### config.mk
export PLATFORM = sky130hd
export DESIGN_NAME = i2c_master
export DESIGN_NICKNAME = d
export VERILOG_FILES = /design/src/design/i2c_master_pkg.sv /design/src/design/i2c_byte_rx.sv /design/src/design/i2c_byte_tx.sv /design/src/design/i2c_master.sv /design/src/design/i2c_transfer_seq.sv
export SDC_FILE = /design/constraint.sdc
export NUM_CORES = 1
export LEC_CHECK = 0
export CELL_PAD_IN_SITES_DETAIL_PLACEMENT = 1
export CELL_PAD_IN_SITES_GLOBAL_PLACEMENT = 2
export CORE_MARGIN = 3
export CORE_UTILIZATION = 37
export CTS_BUF_LIST = sky130_fd_sc_hd__clkbuf_8 sky130_fd_sc_hd__clkbuf_16
export CTS_CLUSTER_DIAMETER = 120
export DETAILED_ROUTE_END_ITERATION = 12
export DONT_BUFFER_PORTS = 1
export HOLD_SLACK_MARGIN = 0.05
export PLACE_DENSITY_LB_ADDON = 0.15
export SYNTH_ARGS = -nofsm -noshare
export SYNTH_HDL_FRONTEND = slang
export SYNTH_HIERARCHICAL = 1
export SYNTH_SLANG_ARGS = --single-unit
### constraint.sdc
create_clock -name I2C_Clk_In -period 2.4 [get_ports I2C_Clk_In]
set_clock_uncertainty 0.2 [all_clocks]
set_input_delay 0.48 -clock I2C_Clk_In [delete_from_list [all_inputs] [get_ports I2C_Clk_In]]
set_output_delay 0.48 -clock I2C_Clk_In [all_outputs]
set_load 0.02 [all_outputs]
### src/design/i2c_master_pkg.sv
// I2C master shared definitions
`default_nettype none

package i2c_master_pkg;

    // ----------------------------------------------------------------------
    // Widths
    // ----------------------------------------------------------------------
    localparam int BYTE_W    = 8;               // Data byte
    localparam int ADDR_W    = 7;               // Slave device address
    localparam int BURST_W   = 2;               // Burst length field for up to 4 bytes
    localparam int BIT_CNT_W = 4;               // Bit counter reaching BYTE_W

    typedef logic [BYTE_W-1:0] byte_t;

    // ----------------------------------------------------------------------
    // Transfer phases
    // ----------------------------------------------------------------------
    typedef enum logic [3:0] {
        st_idle,                                // Bus released and SCL high
        st_start,                               // SDA falls while SCL high
        st_slave_write_inst,                    // Address with write bit
        st_inst_ack,
        st_reg_addr,                            // Register address byte
        st_reg_ack,
        st_write_data,
        st_data_ack,
        st_restart_stop,                        // Hold SDA low before restart
        st_restart_start,
        st_slave_read_inst,                     // Address with read bit
        st_read_inst_ack,
        st_read_data,
        st_read_ack,                            // Master ACK when more bytes follow
        st_read_nack,                           // Master NACK on last byte
        st_stop
    } seq_state_t;

endpackage

`default_nettype wire

### src/design/i2c_byte_rx.sv
// I2C byte receiver
`timescale 1ns/1ns
`default_nettype none

module i2c_byte_rx (
    input  wire                   I2C_Clk_In,
    input  wire                   Reset_In,
    input  wire                   rx_enable,    // High for the whole data phase
    input  wire                   sda_in,
    output i2c_master_pkg::byte_t rx_byte,      // Held until next enable
    output logic                  rx_done       // Eight samples taken
);

    logic [i2c_master_pkg::BIT_CNT_W-1:0] sample_cnt;

    // ----------------------------------------------------------------------
    // Sample counter cleared whenever the receiver is idle
    // ----------------------------------------------------------------------
    always_ff @(posedge I2C_Clk_In or posedge Reset_In)
    begin
        if (Reset_In)
        begin
            sample_cnt <= '0;
        end
        else if (!rx_enable)
        begin
            sample_cnt <= '0;
        end
        else if (!rx_done)
        begin
            sample_cnt <= sample_cnt + 1'b1;
        end
    end

    assign rx_done = (sample_cnt == i2c_master_pkg::BIT_CNT_W'(i2c_master_pkg::BYTE_W));

    // SDA is stable while SCL is high
    always_ff @(posedge I2C_Clk_In)
    begin
        if (rx_enable && !rx_done)
        begin
            rx_byte <= {rx_byte[i2c_master_pkg::BYTE_W-2:0], sda_in};   // MSB arrives first
        end
    end

endmodule

`default_nettype wire

### src/design/i2c_byte_tx.sv
// I2C byte transmitter
`timescale 1ns/1ns
`default_nettype none

module i2c_byte_tx (
    input  wire                   I2C_Clk_In,
    input  wire                   Reset_In,
    input  wire                   tx_load,      // Capture tx_byte, restart count
    input  wire                   tx_shift,     // Advance one bit per falling edge
    input  wire i2c_master_pkg::byte_t tx_byte,
    output logic                  tx_bit,       // Current bit, MSB first
    output logic                  tx_last       // Final bit of the byte on the line
);

    logic [i2c_master_pkg::BIT_CNT_W-1:0] bit_cnt;
    i2c_master_pkg::byte_t                shift_reg;

    // ----------------------------------------------------------------------
    // Bit counter
    // ----------------------------------------------------------------------
    always_ff @(negedge I2C_Clk_In or posedge Reset_In)
    begin
        if (Reset_In)
        begin
            bit_cnt <= '0;
        end
        else if (tx_load)
        begin
            bit_cnt <= i2c_master_pkg::BIT_CNT_W'(i2c_master_pkg::BYTE_W - 1);
        end
        else if (tx_shift && (bit_cnt != '0))
        begin
            bit_cnt <= bit_cnt - 1'b1;              // Stops at zero
        end
    end

    // ----------------------------------------------------------------------
    // Shift register
    // ----------------------------------------------------------------------
    always_ff @(negedge I2C_Clk_In)
    begin
        if (tx_load)
        begin
            shift_reg <= tx_byte;
        end
        else if (tx_shift)
        begin
            shift_reg <= {shift_reg[i2c_master_pkg::BYTE_W-2:0], 1'b0};
        end
    end

    assign tx_bit  = shift_reg[i2c_master_pkg::BYTE_W-1];
    assign tx_last = (bit_cnt == '0);

endmodule

`default_nettype wire

### src/design/i2c_master.sv
// I2C master top level
`timescale 1ns/1ns
`default_nettype none

module i2c_master (
    input  wire                                 I2C_Clk_In,
    input  wire                                 Reset_In,
    input  wire                                 start_in,      // One-cycle start pulse
    input  wire                                 burst_in,
    input  wire [i2c_master_pkg::BURST_W-1:0]   burst_len_in,  // Bytes minus one
    input  wire                                 read_in,
    input  wire [i2c_master_pkg::ADDR_W-1:0]    slave_addr_in,
    input  wire i2c_master_pkg::byte_t          reg_addr_in,
    input  wire i2c_master_pkg::byte_t          data_in,
    output logic                                busy,
    output logic                                data_req,      // Write byte taken
    output i2c_master_pkg::byte_t               data_out,
    output logic                                rd_valid,
    output logic                                nack_error,    // Sticky until next start
    input  wire                                 sda_in,
    output logic                                sda_drive_low,
    output logic                                scl
);

    logic                  tx_load;
    logic                  tx_shift;
    i2c_master_pkg::byte_t tx_byte;
    logic                  tx_bit;
    logic                  tx_last;
    logic                  rx_enable;
    i2c_master_pkg::byte_t rx_byte;
    logic                  rx_done;
    logic                  scl_enable;

    // ----------------------------------------------------------------------
    // Byte engines
    // ----------------------------------------------------------------------
    i2c_byte_tx u_byte_tx (
        .I2C_Clk_In (I2C_Clk_In),
        .Reset_In   (Reset_In),
        .tx_load    (tx_load),
        .tx_shift   (tx_shift),
        .tx_byte    (tx_byte),
        .tx_bit     (tx_bit),
        .tx_last    (tx_last)
    );

    i2c_byte_rx u_byte_rx (
        .I2C_Clk_In (I2C_Clk_In),
        .Reset_In   (Reset_In),
        .rx_enable  (rx_enable),
        .sda_in     (sda_in),
        .rx_byte    (rx_byte),
        .rx_done    (rx_done)
    );

    i2c_transfer_seq u_transfer_seq (
        .I2C_Clk_In    (I2C_Clk_In),
        .Reset_In      (Reset_In),
        .start_in      (start_in),
        .burst_in      (burst_in),
        .burst_len_in  (burst_len_in),
        .read_in       (read_in),
        .slave_addr_in (slave_addr_in),
        .reg_addr_in   (reg_addr_in),
        .data_in       (data_in),
        .sda_in        (sda_in),
        .tx_bit        (tx_bit),
        .tx_last       (tx_last),
        .rx_byte       (rx_byte),
        .rx_done       (rx_done),
        .tx_load       (tx_load),
        .tx_shift      (tx_shift),
        .tx_byte       (tx_byte),
        .rx_enable     (rx_enable),
        .sda_drive_low (sda_drive_low),
        .scl_enable    (scl_enable),
        .busy          (busy),
        .data_req      (data_req),
        .data_out      (data_out),
        .rd_valid      (rd_valid),
        .nack_error    (nack_error)
    );

    // SCL parks high outside the clocked phases
    assign scl = scl_enable ? I2C_Clk_In : 1'b1;

endmodule

`default_nettype wire

### src/design/i2c_transfer_seq.sv
// I2C transfer sequencer
`timescale 1ns/1ns
`default_nettype none

module i2c_transfer_seq (
    input  wire                                     I2C_Clk_In,
    input  wire                                     Reset_In,
    input  wire                                     start_in,
    input  wire                                     burst_in,
    input  wire [i2c_master_pkg::BURST_W-1:0]       burst_len_in,
    input  wire                                     read_in,
    input  wire [i2c_master_pkg::ADDR_W-1:0]        slave_addr_in,
    input  wire i2c_master_pkg::byte_t              reg_addr_in,
    input  wire i2c_master_pkg::byte_t              data_in,
    input  wire                                     sda_in,
    input  wire                                     tx_bit,
    input  wire                                     tx_last,
    input  wire i2c_master_pkg::byte_t              rx_byte,
    input  wire                                     rx_done,
    output logic                                    tx_load,
    output logic                                    tx_shift,
    output i2c_master_pkg::byte_t                   tx_byte,
    output logic                                    rx_enable,
    output logic                                    sda_drive_low,
    output logic                                    scl_enable,
    output logic                                    busy,
    output logic                                    data_req,
    output i2c_master_pkg::byte_t                   data_out,
    output logic                                    rd_valid,
    output logic                                    nack_error
);

    i2c_master_pkg::seq_state_t          state;
    i2c_master_pkg::seq_state_t          state_nxt;
    logic [i2c_master_pkg::ADDR_W-1:0]   slave_addr_q;
    i2c_master_pkg::byte_t               reg_addr_q;
    logic                                read_q;
    logic [i2c_master_pkg::BURST_W-1:0]  bytes_left;   // Bytes after the current one
    logic                                ack_low;      // SDA low at last rising edge
    logic                                ack_check;

    // ----------------------------------------------------------------------
    // Acknowledge sampling on the high clock phase
    // ----------------------------------------------------------------------
    always_ff @(posedge I2C_Clk_In or posedge Reset_In)
    begin
        if (Reset_In)
            ack_low <= 1'b0;
        else
            ack_low <= ~sda_in;
    end

    assign ack_check = state inside {i2c_master_pkg::st_inst_ack, i2c_master_pkg::st_reg_ack,
                                     i2c_master_pkg::st_data_ack,
                                     i2c_master_pkg::st_read_inst_ack};

    // ----------------------------------------------------------------------
    // Next phase
    // ----------------------------------------------------------------------
    always_comb
    begin
        state_nxt = state;
        case (state)
            i2c_master_pkg::st_idle:
                if (start_in)
                    state_nxt = i2c_master_pkg::st_start;
            i2c_master_pkg::st_start:
                state_nxt = i2c_master_pkg::st_slave_write_inst;
            i2c_master_pkg::st_slave_write_inst:
                if (tx_last)
                    state_nxt = i2c_master_pkg::st_inst_ack;
            i2c_master_pkg::st_inst_ack:
                state_nxt = ack_low ? i2c_master_pkg::st_reg_addr : i2c_master_pkg::st_stop;
            i2c_master_pkg::st_reg_addr:
                if (tx_last)
                    state_nxt = i2c_master_pkg::st_reg_ack;
            i2c_master_pkg::st_reg_ack:
                if (!ack_low)
                    state_nxt = i2c_master_pkg::st_stop;
                else if (read_q)
                    state_nxt = i2c_master_pkg::st_restart_stop;
                else
                    state_nxt = i2c_master_pkg::st_write_data;
            i2c_master_pkg::st_write_data:
                if (tx_last)
                    state_nxt = i2c_master_pkg::st_data_ack;
            i2c_master_pkg::st_data_ack:
                if (ack_low && (bytes_left != '0))
                    state_nxt = i2c_master_pkg::st_write_data;
                else
                    state_nxt = i2c_master_pkg::st_stop;
            i2c_master_pkg::st_restart_stop:
                state_nxt = i2c_master_pkg::st_restart_start;
            i2c_master_pkg::st_restart_start:
                state_nxt = i2c_master_pkg::st_slave_read_inst;
            i2c_master_pkg::st_slave_read_inst:
                if (tx_last)
                    state_nxt = i2c_master_pkg::st_read_inst_ack;
            i2c_master_pkg::st_read_inst_ack:
                state_nxt = ack_low ? i2c_master_pkg::st_read_data : i2c_master_pkg::st_stop;
            i2c_master_pkg::st_read_data:
                if (rx_done)
                    state_nxt = (bytes_left == '0) ? i2c_master_pkg::st_read_nack
                                                   : i2c_master_pkg::st_read_ack;
            i2c_master_pkg::st_read_ack:
                state_nxt = i2c_master_pkg::st_read_data;
            i2c_master_pkg::st_read_nack:
                state_nxt = i2c_master_pkg::st_stop;
            default:
                state_nxt = i2c_master_pkg::st_idle;        // Stop ends in idle
        endcase
    end

    // ----------------------------------------------------------------------
    // Phase register, burst count and error flag
    // ----------------------------------------------------------------------
    always_ff @(negedge I2C_Clk_In or posedge Reset_In)
    begin
        if (Reset_In)
        begin
            state      <= i2c_master_pkg::st_idle;
            read_q     <= 1'b0;
            bytes_left <= '0;
            nack_error <= 1'b0;
        end
        else
        begin
            state <= state_nxt;
            if (state == i2c_master_pkg::st_start)
            begin
                read_q     <= read_in;
                bytes_left <= burst_in ? burst_len_in : '0;
            end
            else if ((state == i2c_master_pkg::st_read_ack) ||
                     (state_nxt == i2c_master_pkg::st_write_data &&
                      state == i2c_master_pkg::st_data_ack))
            begin
                bytes_left <= bytes_left - 1'b1;
            end

            if ((state == i2c_master_pkg::st_idle) && start_in)
                nack_error <= 1'b0;
            else if (ack_check && !ack_low)
                nack_error <= 1'b1;
        end
    end

    // Addresses for the register and restart phases
    always_ff @(negedge I2C_Clk_In)
    begin
        if (state == i2c_master_pkg::st_start)
        begin
            slave_addr_q <= slave_addr_in;
            reg_addr_q   <= reg_addr_in;
        end
    end

    // ----------------------------------------------------------------------
    // Transmitter loading and write data requests
    // ----------------------------------------------------------------------
    always_comb
    begin
        tx_load  = 1'b0;
        data_req = 1'b0;
        tx_byte  = reg_addr_q;
        case (state)
            i2c_master_pkg::st_start:
            begin
                tx_load = 1'b1;
                tx_byte = {slave_addr_in, 1'b0};            // Write instruction
            end
            i2c_master_pkg::st_inst_ack:
                tx_load = 1'b1;
            i2c_master_pkg::st_reg_ack, i2c_master_pkg::st_data_ack:
                if (!read_q && (state == i2c_master_pkg::st_reg_ack || bytes_left != '0))
                begin
                    tx_load  = 1'b1;
                    data_req = 1'b1;
                    tx_byte  = data_in;
                end
            i2c_master_pkg::st_restart_start:
            begin
                tx_load = 1'b1;
                tx_byte = {slave_addr_q, 1'b1};             // Read instruction
            end
            default:
                tx_load = 1'b0;
        endcase
    end

    assign tx_shift = state inside {i2c_master_pkg::st_slave_write_inst,
                                    i2c_master_pkg::st_reg_addr,
                                    i2c_master_pkg::st_write_data,
                                    i2c_master_pkg::st_slave_read_inst};

    // ----------------------------------------------------------------------
    // SDA pull-low from conditions, transmitter bits and master ACK
    // ----------------------------------------------------------------------
    always_comb
    begin
        case (state)
            i2c_master_pkg::st_start, i2c_master_pkg::st_restart_start:
                sda_drive_low = I2C_Clk_In;                 // Falls in the high half
            i2c_master_pkg::st_restart_stop, i2c_master_pkg::st_stop,
            i2c_master_pkg::st_read_ack:
                sda_drive_low = 1'b1;
            default:
                sda_drive_low = tx_shift && !tx_bit;
        endcase
    end

    assign scl_enable = !(state inside {i2c_master_pkg::st_idle, i2c_master_pkg::st_start,
                                        i2c_master_pkg::st_restart_start});
    assign busy       = (state != i2c_master_pkg::st_idle);
    assign rx_enable  = (state == i2c_master_pkg::st_read_data);
    assign rd_valid   = state inside {i2c_master_pkg::st_read_ack, i2c_master_pkg::st_read_nack};
    assign data_out   = rx_byte;                            // Held through the ack cycle

endmodule

`default_nettype wire

==> run metrics, run 1 <==
Synth Area in Compound Gates 11.9%; vias in the first global route 2125; largest net degree at the start of global routing 23; Post-synth EDFFs 31; CP Launch Type flip-flop; ys flop type edfxtp_1; die area 8130 sq um; share of cells above drive strength 1 34.9%; largest family of logic cells by synthesized area simple AND/OR/NAND/NOR gates; CTS clk-pin slew, worst paths 100 ps; Worst path top cell family by delay flip-flops; Internal 2720 uW; Simple-Gate Fraction of Synth Area 17.4%; Area growth syn-to-layout 28.2%; worst path cell trace buf_4 > nand2_1 > and3_2; Area contributors post-synth edfxtp_1, dfrtn_1, dfrtp_1; I/O pins 45; drt initial violations 50; # diodes 0; unique cell type count in the Yosys netlist 56; PnR worst setup slack -997 ps; IO buf count 0; CP max-delay cell dfrtn_1; FILL cells 726; endpoints failing setup 27; placed cell areas 2930 sq um; Post-DP HPWL 4.69 mm; # DRC 0; CP required between 1500 and 2000 ps; Max Slew Vio Count 0; ys async rst share 35.4%; Bufs and invs on worst path 1; Via density 5.14; Leak Pwr 0.00144 uW; share of the synthesized area in the top cell type a little over a third; starting density of the core 38.4%; first-pass GRT wire length 10.4 mm; synthesized cell area 2620 sq um; Seq pwr share 31.8%; Clock Power Share 21.1%; Worst Path Arrival 2720 ps; DIE WIDTH 90.2 um; YS warnings 6; register area roughly 1400 sq um; crit path capture type output port; Max Cap Viol 0; gpl congestion approximately 0.79; Avg WL per Cell 17.0 um; Finished Cell Area about 3400 sq um; area of the multi-input gates 1200 sq um; status complete, but fails checks; chip height 90.2 um; failing checks negative setup slack; ANT nets after route 0; mux contribution to synthesized area 8.07%; post-synthesis register bit count 48; Mapped Cells 225; number of antenna violations at the first check in global routing 0; max incr delay on CP between 500 and 600 ps; TritonCTS clock tree done; Setup crit start u_transfer_seq/state[1]; Detailed Routing Iterations Pass 1 4; vias 1952; worst min-delay path category in2async; pwr dens 1350 nW/um^2; Fin. Hold Viols 0; clk_lat worst skew 520 ps; Total Neg Setup Slack -12130 ps; Switching Share 40.0%; Relative slew margins between 60% and 70%; worst slew pin tran roughly 590 ps; RR Startpoint u_transfer_seq/state[1]; sequential element share of the synthesized area 51.8%; Worst Path Max Fanout 5; Crit Path Category reg2out; Site Rows 30; synthesized area per cell 11.6 sq um; VDD IR-drop max 0.000435 V; Comb pwr share a little under half; Congestion Overflow GR 0; final-stage net count around 320; Post-synth top cells edfxtp_1, inv_1, nor2_1, dfrtn_1, nand2_1; RSZ-0062 raised after global routing yes; syn_nets 260; NetSw between 1500 and 2000 uW; GR Util All Layers 16.3%; post-route total power between 4000 and 5000 uW; most instantiated library cell after synthesis edfxtp_1; Post-Synth XOR/XNOR Area 1.00%; Post-Synth Adder-Cell Area 1.91%; Total Wirelength 6.46 mm; Synth area leader edfxtp_1; core area ~7000 sq um
[worst reg2reg max path, stage by stage, from the launching register on]
cell and delay [ps]:
dfrtn_1 420, buf_4 190, nand2b_1 170, nor3_2 170, and2_4 230
[logic make-up after synthesis]
family | Yosys count
AO/OA/AOI/OAI | 39
AND/OR/NAND/NOR | 71
flip-flops | 48
adder cells (fa/ha/maj) | 4
XOR/XNOR | 3
multiplexers | 20
buffers and inverters | 40
[worst paths after layout]
path                                                 to  slack [ps]  cells past startpoint
min in group I2C_Clk_In            u_byte_tx/bit_cnt[2]         330                      1
hold reg to reg                    u_byte_tx/bit_cnt[2]         330                      1
setup / recovery                               data_req       -1000                      3
max in group asynchronous  u_transfer_seq/bytes_left[1]         270                      2
setup reg to reg                   u_byte_rx/rx_byte[2]        -480                      4
hold / removal                  u_byte_rx/sample_cnt[3]         250                      2
[layer usage]
layer | vias to the layer above | wire (um) | global-route usage [%]
met4 | 0 | 168 | 7.02
met2 | 51 | 3140 | 26.3
li1 | 925 | - | -
met5 | - | 0 | 0
met1 | 962 | 2740 | 18.5
met3 | 14 | 414 | 7.45
[layout make-up]
type / count / share of cell area [%]
clock buffers: 9 / 3.69
clock inverters: 27 / 3.43
inverters: 17 / 1.97
multi-input cells: 137 / 35.8
flip-flops and latches: 48 / 40.4
well taps: 96 / 3.58
repair buffers: 46 / 11.1
[power by group through the flow]
stage	Combinational (uW)	Sequential (uW)	Clock, uW
2_1_floorplan	1440	1360	141
3_3_place_gp	1790	1430	141
3_5_place_dp	1870	1450	141
4_1_cts	2020	1450	987
5_1_grt	2320	1470	1060
6_report	2130	1440	955
[metrics by stage]
stage	hold slack, ps	worst slack, ps	cells	utilization [%]
floorplan	46.1	-725	225	-
global placement	62.3	-530	337	42.8
detailed placement	75.6	-538	337	42.8
CTS	247	-984	375	48.0
global route	256	-1070	380	49.2
finish	246	-997	380	49.2
[layout by cell type, fill, tap and decap left out, types with 9 or more instances in the layout]
cell and instances:
inv_1 39, buf_4 39, edfxtp_1 31, nor2_1 13, dfrtn_1 12, nand2_1 11
mux2i_1 11, clkbuf_8 9, mux2_2 9, a221o_1 9
[what timing repair did]
item	CTS	global route
hold buffers	2	0
hold endpoints to repair	7	0
resized for setup	22	9
pin swaps	8	4
setup buffers	3	5
setup endpoints to repair	31	45
(Power assumes the default switching activity.)
==> inputs of run 2 (changes only) <==
--- a/config.mk
+++ b/config.mk
@@ -5,11 +5,11 @@
 export SDC_FILE = /design/constraint.sdc
 export NUM_CORES = 1
 export LEC_CHECK = 0
-export CELL_PAD_IN_SITES_DETAIL_PLACEMENT = 1
-export CELL_PAD_IN_SITES_GLOBAL_PLACEMENT = 2
+export CELL_PAD_IN_SITES_DETAIL_PLACEMENT = 0
+export CELL_PAD_IN_SITES_GLOBAL_PLACEMENT = 1
 export CORE_MARGIN = 3
-export CORE_UTILIZATION = 37
-export CTS_BUF_LIST = sky130_fd_sc_hd__clkbuf_8 sky130_fd_sc_hd__clkbuf_16
+export CORE_UTILIZATION = 47
+export CTS_BUF_LIST = sky130_fd_sc_hd__clkbuf_8
 export CTS_CLUSTER_DIAMETER = 120
 export DETAILED_ROUTE_END_ITERATION = 12
 export DONT_BUFFER_PORTS = 1
==> run 2 against run 1 <==
Sequential power barely moved; critical endpoint is now sda_drive_low; flip-flop and latch count is the same; via count shrank 1.2%; global-route usage grew 4.7 points; the run still ends with negative setup slack left; largest power group unchanged.
==> run metrics, run 2 (synthesis gave the netlist of run 1 again) <==
VDD IR-drop max 0.000577 V (+33%); post-route total power 4580 uW (+1.2%); PnR worst setup slack -959 ps (+38.0 ps); Leak Pwr 0.00146 uW (+1.2%); TritonCTS clock tree done; number of antenna violations at the first check in global routing 0 (unchanged); # diodes 0 (unchanged); gpl congestion 0.792 (about the same); RSZ-0062 raised after global routing yes; # DRC 0 (unchanged); starting density of the core 50.0% (+12 points); vias in the first global route 2067 (-2.7%); Crit Path Category reg2out; Worst Path Max Fanout 6 (+1); failing checks negative setup slack; chip height 80.7 um (-11%); worst slew pin tran 673 ps (+85.4 ps); worst path cell trace or2_4 > a221oi_4 > a31oi_4; clk_lat worst skew 420 ps (-100 ps); R2R Setup Slk -470 ps (about the same); Via density 5.42 (+5.4%); Post-DP HPWL 4.48 mm (-4.5%); ANT nets after route 0 (unchanged); Max Cap Viol 0 (unchanged); final-stage net count 319 (+0.63%); Worst path top cell family by delay flip-flops; crit path capture type output port; largest net degree at the start of global routing 23 (unchanged); Area growth syn-to-layout 28.9%; first-pass GRT wire length 10.1 mm (-3.7%); IO buf count 0 (unchanged); status complete, but fails checks; Worst Path Arrival 2680 ps (-40 ps); Congestion Overflow GR 0 (unchanged); max incr delay on CP 440 ps (-80 ps); pwr dens 1360 nW/um^2 (+0.62%); worst min-delay path category in2async; most frequent cells in the layout buf_4, inv_1, edfxtp_1; CP max-delay cell dfrtn_1; Max Slew Vio Count 0 (unchanged); drt initial violations 74 (+48%); Total Wirelength 6.26 mm (-3.0%); DIE WIDTH 80.7 um (-11%); CTS clk-pin slew, worst paths 100 ps (about the same); Fin. Hold Viols 0 (unchanged); CP required 1720 ps (about the same); CP Launch Type flip-flop; Bufs and invs on worst path 0 (-1); Relative slew margins 55.0% (-5.7 points); vias 1928 (-1.2%); most common cell after layout, fill and taps aside buf_4; core area 5240 sq um (-23%); Avg WL per Cell 17.6 um (+3.5%); GR Util All Layers 21.0% (+4.7 points); share of cells above drive strength 1 38.1% (+3.3 points); I/O pins 45 (unchanged); Site Rows 26 (-13%); hold_ws 246 ps (-0.00500 ps); Detailed Routing Iterations Pass 1 4 (unchanged); endpoints failing setup 30 (+11%); die area 6510 sq um (-20%)
==> run 2: cell types whose count changed in the layout (fill, tap and decap cells not counted), moves of 2 or more <==
cell,previous run,this run
inv_2,1,4
o21ai_0,5,3
mux2i_2,0,3
mux2_2,9,7
mux2i_1,11,8
inv_1,39,37
inv_6,0,2
nand2b_4,0,2
mux2_4,0,2
nand2b_1,4,2
==> run 2: final timing paths <==
kind / from / endpoint / cells after the start
setup / recovery: u_transfer_seq/state[2] / sda_drive_low / 3
hold reg to reg: u_byte_tx/bit_cnt[3] / u_byte_tx/bit_cnt[3] / 1
max in group asynchronous: Reset_In / u_transfer_seq/state[2] / 2
min in group I2C_Clk_In: u_byte_tx/bit_cnt[3] / u_byte_tx/bit_cnt[3] / 1
setup reg to reg: u_byte_rx/sample_cnt[0] / u_transfer_seq/state[0] / 6
hold / removal: Reset_In / u_byte_rx/sample_cnt[3] / 2
==> run 2: final cells by class <==
cell class,count,area [sq um]
Timing Repair Buffer,48,392
Clock inverter,27,111
Sequential cell,48,1360
Fill cell,422,1860
Inverter,17,66.3
Clock buffer,9,124
Multi-Input combinational cell,137,1240
Tap cell,70,87.6
==> run 2: stage by stage <==
stage / setup slack [ps] / cells / util, % / TNS, ps / cell area [sq um]
2_1_floorplan: -725 / 225 / - / -11450 / 2710
3_3_place_gp: -541 / 314 / 55.7 / -11790 / 2920
3_5_place_dp: -546 / 314 / 55.7 / -12280 / 2920
4_1_cts: -954 / 354 / 62.7 / -11510 / 3280
5_1_grt: -1040 / 356 / 64.5 / -12860 / 3380
6_report: -959 / 356 / 64.5 / -11430 / 3380
==> run 2: power breakdown <==
| group | leakage (uW) | switching (uW) | internal [uW] | total (uW) |
|---|---|---|---|---|
| Clock | 0.000219 | 498 | 455 | 952 |
| Combinational | 0.000754 | 1090 | 1080 | 2170 |
| Sequential | 0.000489 | 234 | 1230 | 1460 |
==> run 2: worst reg2reg max path, cell delays in order, from the launching register on <==
cell and delay, ps:
dfrtp_1 380, inv_2 60, ha_4 170, nand3b_4 90, inv_4 40, nor4bb_1 120
or4b_1 460
==> run 2: layer usage <==
metal  part of all wire (%)  global-route usage, %  up-vias
met1                     40                   23.6      930
met4                    1.4                   10.8        0
met3                    6.5                   7.06       10
met2                     52                   35.1       60
li1                       -                      -      928
met5                      0                      0        -
==> run 2: repair_timing <==
| item | CTS | global route |
|---|---|---|
| hold buffers | 2 | 0 |
| endpoints found under the setup margin | 30 | 42 |
| resized for setup | 24 | 19 |
| pin swaps | 9 | 6 |
| setup buffers | 6 | 2 |
| hold endpoints to repair | 7 | 0 |
